--- config.mk ---
export PLATFORM = sky130hd
export DESIGN_NAME = padder
export DESIGN_NICKNAME = d
export VERILOG_FILES = /design/src/rtl/keccak_pkg.sv /design/src/rtl/padder.sv
export SDC_FILE = /design/constraint.sdc
export NUM_CORES = 1
export LEC_CHECK = 0
export BUFFER_PORTS_ARGS = -buffer_cell sky130_fd_sc_hd__buf_2
export CAP_MARGIN = 30
export CELL_PAD_IN_SITES_DETAIL_PLACEMENT = 1
export CELL_PAD_IN_SITES_GLOBAL_PLACEMENT = 1
export CORE_AREA = 2 2 251 253
export CTS_CLUSTER_DIAMETER = 80
export DETAILED_ROUTE_END_ITERATION = 10
export DIE_AREA = 0 0 253 255
export GPL_TIMING_DRIVEN = 1
export PLACE_DENSITY = 0.82
export SLEW_MARGIN = 20
export SYNTH_ARGS = -nofsm -noshare
export SYNTH_HDL_FRONTEND = slang
export SYNTH_SLANG_ARGS = --single-unit
--- constraint.sdc ---
create_clock -name clk -period 4.3 [get_ports clk]
set_input_delay 0.43 -clock clk [delete_from_list [all_inputs] [get_ports clk]]
set_output_delay 0.43 -clock clk [all_outputs]
set_load 0.005 [all_outputs]
--- src/rtl/keccak_pkg.sv ---
/* keccak core sizes, vector types, round constant table
   and the padder state encoding. */
package keccak_pkg;

  // fixed keccak-f[1600] configuration.
  localparam int unsigned rate_bits     = 576;
  localparam int unsigned capacity_bits = 1024;
  localparam int unsigned digest_bits   = 512;
  localparam int unsigned block_words   = rate_bits / 64;
  localparam int unsigned num_rounds    = 24;

  typedef logic [63:0]                        word_t;
  typedef logic [2:0]                         byte_cnt_t;
  typedef logic [rate_bits-1:0]               block_t;
  typedef logic [rate_bits+capacity_bits-1:0] state_t;
  typedef logic [digest_bits-1:0]             digest_t;
  typedef logic [4:0]                         round_idx_t;

  // padder phases.
  typedef enum logic [1:0] {
    collecting,
    padding,
    offering,
    done
  } padder_state_e;

  // iota constants, one per round.
  function automatic word_t round_constant(round_idx_t idx);
    case (idx)
      5'd0:    return 64'h0000_0000_0000_0001;
      5'd1:    return 64'h0000_0000_0000_8082;
      5'd2:    return 64'h8000_0000_0000_808a;
      5'd3:    return 64'h8000_0000_8000_8000;
      5'd4:    return 64'h0000_0000_0000_808b;
      5'd5:    return 64'h0000_0000_8000_0001;
      5'd6:    return 64'h8000_0000_8000_8081;
      5'd7:    return 64'h8000_0000_0000_8009;
      5'd8:    return 64'h0000_0000_0000_008a;
      5'd9:    return 64'h0000_0000_0000_0088;
      5'd10:   return 64'h0000_0000_8000_8009;
      5'd11:   return 64'h0000_0000_8000_000a;
      5'd12:   return 64'h0000_0000_8000_808b;
      5'd13:   return 64'h8000_0000_0000_008b;
      5'd14:   return 64'h8000_0000_0000_8089;
      5'd15:   return 64'h8000_0000_0000_8003;
      5'd16:   return 64'h8000_0000_0000_8002;
      5'd17:   return 64'h8000_0000_0000_0080;
      5'd18:   return 64'h0000_0000_0000_800a;
      5'd19:   return 64'h8000_0000_8000_000a;
      5'd20:   return 64'h8000_0000_8000_8081;
      5'd21:   return 64'h8000_0000_0000_8080;
      5'd22:   return 64'h0000_0000_8000_0001;
      5'd23:   return 64'h8000_0000_8000_8008;
      default: return 64'h0;
    endcase
  endfunction

endpackage

--- src/rtl/padder.sv ---
/* message padder: nine-word block buffer, keccak pad10*1
   insertion and block offer towards the permutation. */
`timescale 1ns/1ps

module padder
  import keccak_pkg::*;
(
  input  logic      clk,
  input  logic      reset,
  input  word_t     in,
  input  logic      in_ready,
  input  logic      is_last,
  input  byte_cnt_t byte_num,
  output logic      buffer_full,
  output block_t    block,
  output logic      block_ready,
  output logic      final_block,
  input  logic      ack
);

  padder_state_e state_q;
  logic [3:0]    cnt_q;
  logic          final_q;
  block_t        buf_q;
  word_t         next_word;
  word_t         keep_mask;
  word_t         pad_one;
  logic          accept;
  logic          shift_en;
  logic          last_word;

  // user words only enter while collecting.
  assign accept    = in_ready && (state_q == collecting);
  assign shift_en  = accept || (state_q == padding);
  assign last_word = (cnt_q == 4'(block_words - 1));

  // first byte is the top byte, so valid bytes are the upper ones.
  assign keep_mask = ~(64'hffff_ffff_ffff_ffff >> {byte_num, 3'b000});
  assign pad_one   = 64'h0100_0000_0000_0000 >> {byte_num, 3'b000};

  always_comb
  begin
    // padding cycles shift in zero words.
    next_word = '0;
    if (state_q == collecting)
    begin
      next_word = in;
      if (is_last)
        next_word = (in & keep_mask) | pad_one;
    end
    // closing bit of pad10*1, may merge into 0x81.
    if (last_word && (state_q == padding || is_last))
      next_word[7:0] = next_word[7:0] | 8'h80;
  end

  // block buffer, oldest word ends up on top.
  always_ff @(posedge clk)
  begin
    if (ack)
      buf_q <= '0;
    else if (shift_en)
      buf_q <= {buf_q[rate_bits-65:0], next_word};
  end

  always_ff @(posedge clk)
  begin
    if (reset)
    begin
      state_q <= collecting;
      cnt_q   <= '0;
      final_q <= 1'b0;
    end
    else
    begin
      case (state_q)
        collecting:
        begin
          if (accept)
          begin
            cnt_q <= cnt_q + 4'd1;
            if (is_last)
              final_q <= 1'b1;
            if (last_word)
              state_q <= offering;
            else if (is_last)
              state_q <= padding;
          end
        end
        padding:
        begin
          cnt_q <= cnt_q + 4'd1;
          if (last_word)
            state_q <= offering;
        end
        offering:
        begin
          if (ack)
          begin
            cnt_q   <= '0;
            state_q <= final_q ? done : collecting;
          end
        end
        default:
        begin
          // done: held until reset.
          state_q <= done;
        end
      endcase
    end
  end

  assign buffer_full = (state_q != collecting);
  assign block_ready = (state_q == offering);
  assign block       = buf_q;
  assign final_block = final_q;

  // a user word seen while full changes neither count nor buffer.
  assert property (@(posedge clk) disable iff (reset)
    (in_ready && buffer_full && state_q != padding && !ack)
      |=> $stable(cnt_q) && $stable(buf_q));

  assert property (@(posedge clk) disable iff (reset)
    cnt_q <= 4'(block_words));

endmodule

# After elaboration in Yosys (flattened, before gate mapping)
# Index checks and enable logic that the tools add are counted.
[word_totals] mem_bits_rw=0 n_memories=0 rom_bits=0 in_bits=72 latch_bits=0 reg_bits=583 output_inout_bits=579
[classes] multipliers=0 add_sub_neg=1 order_cmp=0 bitwise_logic=3 eq_ne=7 muxes=13 shift=2 n_div=0 n_reduce_logical=10
[op_table] operator="$mux W64" count=2
[op_table] operator="$and A64 B64 Y64" count=1
[op_table] operator="$not A64 Y64" count=1
[op_table] operator="$or A64 B64 Y64" count=1
[op_table] operator="$shr A57 B6 Y64 const A" count=1
[op_table] operator="$shr A64 B6 Y64 const A" count=1
[op_table] operator="$mux W2" count=6
[op_table] operator="$pmux W4 S3" count=1
[op_table] operator="$mux W4" count=2
[op_table] operator="$mux W8" count=1
[op_table] operator="$pmux W2 S3" count=1
[op_table] operator="$reduce_and A3 Y1" count=2
[op_table] operator="$add A4 B1 Y4 const B" count=1
[op_table] operator="$eq A4 B4 Y1 const B" count=1
[op_table] operator="$ne A2 B2 Y1 const B" count=2
[op_table] operator="$reduce_and A4 Y1" count=1
[op_table] operator="$ne A3 B3 Y1 const B" count=1
[op_table] operator="$reduce_bool A3 Y1" count=1
[op_table] operator="$eq A2 B1 Y1 const B" count=1
[op_table] operator="$eq A2 B2 Y1 const B" count=1
[op_table] operator="$logic_and A1 B1 Y1" count=2
[op_table] operator="$logic_not A2 Y1" count=1
[op_table] operator="$logic_or A1 B1 Y1" count=2
[op_table] operator="$ne A2 B1 Y1 const B" count=1
[op_table] operator="$reduce_bool A2 Y1" count=1

# Longest topological paths before layout
[depth] word_depth=7 ltp_mapped=7 mapped_depth_nobuf=6

# Worst setup path before layout
# Ideal clock, no wire load.
[synth_timing] kind="in2reg" start="in in_ready" end="reg buf_q[16] (netlist: block[16])" n_path_buf=1 path_slack_ps=2780 stages=5 arrival_ps=1453 setup_ps=67 required_time_ps=4233 path_cell_list="or3b_1 buf_6 nor3_4 o21ai_2 a21oi_2"
[synth_between] elab_chain_cells=2
[synth_rtl] element="start: declaration" line_no="padder.sv:11" rtl="input logic in_ready,"
[synth_rtl] element="$logic_and A1 B1 Y1" line_no="padder.sv:33" rtl="assign accept = in_ready && (state_q == collecting);"
[synth_rtl] element="$logic_or A1 B1 Y1" line_no="padder.sv:34" rtl="assign shift_en = accept || (state_q == padding);"
[synth_rtl] element="end signal: assignment" line_no="padder.sv:62" rtl="buf_q <= {buf_q[rate_bits-65:0], next_word};"
[synth_rtl] element="end: declaration" line_no="padder.sv:24" rtl="block_t buf_q;"
# Every way passes these cells.
# A chain may end at the register's enable or synchronous reset.

# Worst setup path after layout
[layout_timing] start="reg state_q[0]" end="reg buf_q[400] (netlist: block[400])"
[layout_between] elab_chain_cells=3 elab_cells_between_ends=4
[layout_rtl] element="start: declaration" line_no="padder.sv:21" rtl="padder_state_e state_q;"
[layout_rtl] element="start signal: assignment" line_no="padder.sv:69" rtl="state_q <= collecting;"
[layout_rtl] element="start signal: assignment" line_no="padder.sv:84" rtl="state_q <= offering;"
[layout_rtl] element="start signal: assignment" line_no="padder.sv:86" rtl="state_q <= padding;"
[layout_rtl] element="$logic_not A2 Y1" line_no="padder.sv:33"
[layout_rtl] element="$logic_and A1 B1 Y1" line_no="padder.sv:33"
[layout_rtl] element="$logic_or A1 B1 Y1 *" line_no="padder.sv:34"
# Mark *: on every way between the ends. The rest lies on a longest branch, timed or not.

==> metrics.md <==
| Metric | Value |
|---|---|
| Status | finished, final reports clean |
| WP data arrival | 2.71 ns |
| CP required | 4.81 ns |
| CTS H-tree depth | 3 |
| Nature of the critical path endpoint | flop |
| Area grow syn2layout | 29.9% |
| Final GP Congestion | 0.831 |
| CTS max path bufs | 3 |
| Top FF cell, synth | dfxtp_1 |
| Pwr Density | 451 mW/mm2 |
| Post-Synthesis Cells | 2,500 |
| Cts repair resizes | 0 |
| Worst Tran Pin Value | 0.955 ns |
| # IOs | 651 |
| Syn Area/Cell | 8.02 um2 |
| DRT antenna net count | 0 |
| Clk pwr share | 47.5% |
| Placed Area | 0.0239 mm2 |
| Switching Share | 23.7% |
| Async SR Flop Fraction | 0% |
| CP bufs+invs | 1 |
| Top-count cell post-synth | nand2_1 |
| Core area | 0.0622 mm2 |
| Fin crit share | 51.2% |
| DRT Pass-1 Iters | 5 |
| Hpwl dp | 53,100 um |
| Peak supply drop | 256 uV |
| DR iter-0 viols | 1,327 |
| Area share of the largest cell type after synthesis | 58.2% |
| TritonCTS clock tree | done |
| Int Power | 0.00896 W |
| RSZ-0062 raised after global routing | false |
| Critical path's top delay family | compound AO/OA/AOI/OAI gates |
| Net load switching power | 0.00278 W |
| Die height | 255 um |
| Input/output buffers | 650 |
| Layout Skew | 0.0182 ns |
| Area leader, netlist | dfxtp_1 |
| TritonCTS Buffers | 66 |
| Comb pwr share | 5.4% |
| Clk root buf | clkbuf_16 |
| GRT overflow | 0 |
| Die area | 0.0645 mm2 |
| Synth cell types | 36 |
| Critical path start-end classification | reg2reg |
| CP Launch Type | flop |
| Setup TNS | 0 ns |
| Via density | 4.87 |
| Cell area after layout | 0.0261 mm2 |
| Worst path cell trace | o21ba_4 -> buf_4 -> nand2_1 -> a21oi_1 |
| Clock Latency Late Sink | 0.58 ns |
| #FFs+latches synth | 583 |
| Slowest CP cell | buf_4 |
| Max Fclk | 0.454 GHz |
| Slew Limit Fails | 0 |
| Slew HR | 36.3% |
| Hold Crit Class | in2reg |
| CTS clk-pin slew, worst paths | 0.06 ns |
| DRC | 0 |
| Starting Density | 32.3% |
| Cts hold-fix bufs | 0 |
| Post-synthesis sequential area ratio | 58.2% |
| Layout cell share with drive strength beyond 1 | 25.6% |
| Post-CTS Setup Bufs | 0 |
| Routed vias | 19,031 |
| WL per Instance | 19.1 um |
| First-pass GRT wire length | 110,000 um |
| Number of antenna violations at the first check in global routing | 6 |
| CTS sink cnt | 583 |
| Hold Fails Final Rpt | 0 |
| Vias in the first global route | 18,349 |
| Syn. warnings | 0 |
| Power share of the sequential group | 47.1% |
| Largest net degree at the start of global routing | 160 |
| Number of max-cap violations | 0 |
| Tot GR Track Use | 21.8% |
| Cell area after synthesis | 0.0201 mm2 |
| Dominant cells by area after synthesis | dfxtp_1, nand2_1, a21oi_1 |
| Fill cells | 7,792 |
| Final setup violating endpoints | 0 |
| P_leak | 10.8 nW |
| Row Count | 92 |
| Min cycle time layout | 2.20 ns |
| CP max FO | 54 |
| WL final | 74,700 um |
| Syn nets | 2,574 |
| Nets | 3,133 |
| Number of synthesized flops with an enable pin | 0 |
| Die width | 253 um |
| CP peak stage delay | 0.59 ns |
| Commonest cells in the netlist | nand2_1, dfxtp_1, a21oi_1 |
[worst min-delay path, delay by kind of cell]
family	cells	cell delay, ns
AOI/OAI and AO/OA	1	0.05
and+or+nand+nor	1	0.07
buffers and inverters	1	0.08
[path summary, 6_finish.rpt]
path,endpoint,slack (ns),startpoint,cells after the start
setup / recovery,block[400],2.10,state_q[0],4
hold / removal,block[15],0.09,in[15],3
setup reg to reg,block[400],2.10,state_q[0],4
hold reg to reg,block[545],0.45,block[545],2
[cell usage in the layout (no fill, tap or decap), types with 2 or more instances in the layout]
| cell type | n |
|---|---|
| inv_1 | 4 |
| clkinv_2 | 7 |
| nor2b_1 | 5 |
| a311oi_1 | 2 |
| a22oi_1 | 57 |
| xor2_1 | 2 |
| nor3_1 | 3 |
| dfxtp_1 | 583 |
| ha_1 | 2 |
| inv_6 | 3 |
| nand2_1 | 1035 |
| bufinv_16 | 2 |
| nor2_4 | 3 |
| buf_12 | 12 |
| diode_2 | 2 |
| clkinvlp_4 | 2 |
| a21oi_4 | 2 |
| a21oi_1 | 521 |
| clkbuf_1 | 12 |
| clkinv_4 | 2 |
| buf_2 | 649 |
| nor2_1 | 66 |
| o21ai_0 | 6 |
| clkbuf_8 | 20 |
| buf_4 | 18 |
| nor3b_1 | 2 |
| clkbuf_16 | 67 |
[metrics by stage]
step / worst slack (ns) / hold slack, ns / instances / utilization [%] / total power (W)
2_1_floorplan: 2.78 / 0.453 / 2500 / - / 0.00602
3_3_place_gp: 2.07 / 0.438 / 3790 / 38.4 / 0.00627
3_5_place_dp: 2.03 / 0.445 / 3790 / 38.4 / 0.00628
4_1_cts: 2.15 / 0.0485 / 3905 / 41.9 / 0.0119
5_1_grt: 1.94 / 0.0752 / 3906 / 41.9 / 0.0122
6_report: 2.10 / 0.0896 / 3907 / 41.9 / 0.0117
[metal layers]
layer / routed length [um] / share of wire, % / vias up / global-route usage (%)
met5: 0 / 0 / - / 0
met4: 3000 / 4.0 / 0 / 9.20
met3: 3890 / 5.2 / 154 / 4.23
met2: 35200 / 47 / 577 / 35.4
met1: 32700 / 44 / 9057 / 28.3
li1: - / - / 9243 / -
[registers in the layout, summed over array words and instances, names as in the netlist]
signal and cells:
final_block 1, cnt_q 4, state_q 2, block 576
[power by group through the flow]
stage                     clock, W  sequential, W  combinational, W
after detailed placement         0        0.00565          0.000632
after floorplan                  0        0.00564          0.000388
after CTS                  0.00571        0.00553          0.000636
after global routing       0.00593        0.00554          0.000691
after global placement           0        0.00564          0.000629
final                      0.00558        0.00553          0.000636
[area by class of cell]
type | instances | area [um2] | area share, %
Sequential cell | 583 | 11700 | 44.8
Multi-Input combinational cell | 1724 | 7570 | 29.1
Timing Repair Buffer | 680 | 3640 | 14.0
Clock buffer | 99 | 2000 | 7.67
Tap cell | 799 | 1000 | 3.84
Clock inverter | 16 | 154 | 0.591
Inverter | 4 | 15.0 | 0.0576
Antenna cell | 2 | 5.00 | 0.0192
[cells by family (layout without fill, tap and decap cells)]
kind of cell / Yosys count / after routing / synth area share [%]
flip-flops: 583 / 583 / 58.2
other: 0 / 2 / 0
buffers and inverters: 193 / 799 / 4.16
AO/OA/AOI/OAI: 597 / 597 / 16.0
multiplexers: 1 / 1 / 0.0561
adder cells (fa/ha/maj): 2 / 2 / 0.125
XOR/XNOR: 2 / 2 / 0.0873
AND/OR/NAND/NOR: 1122 / 1122 / 21.4
No activity file was read; power rests on OpenSTA's default activity.
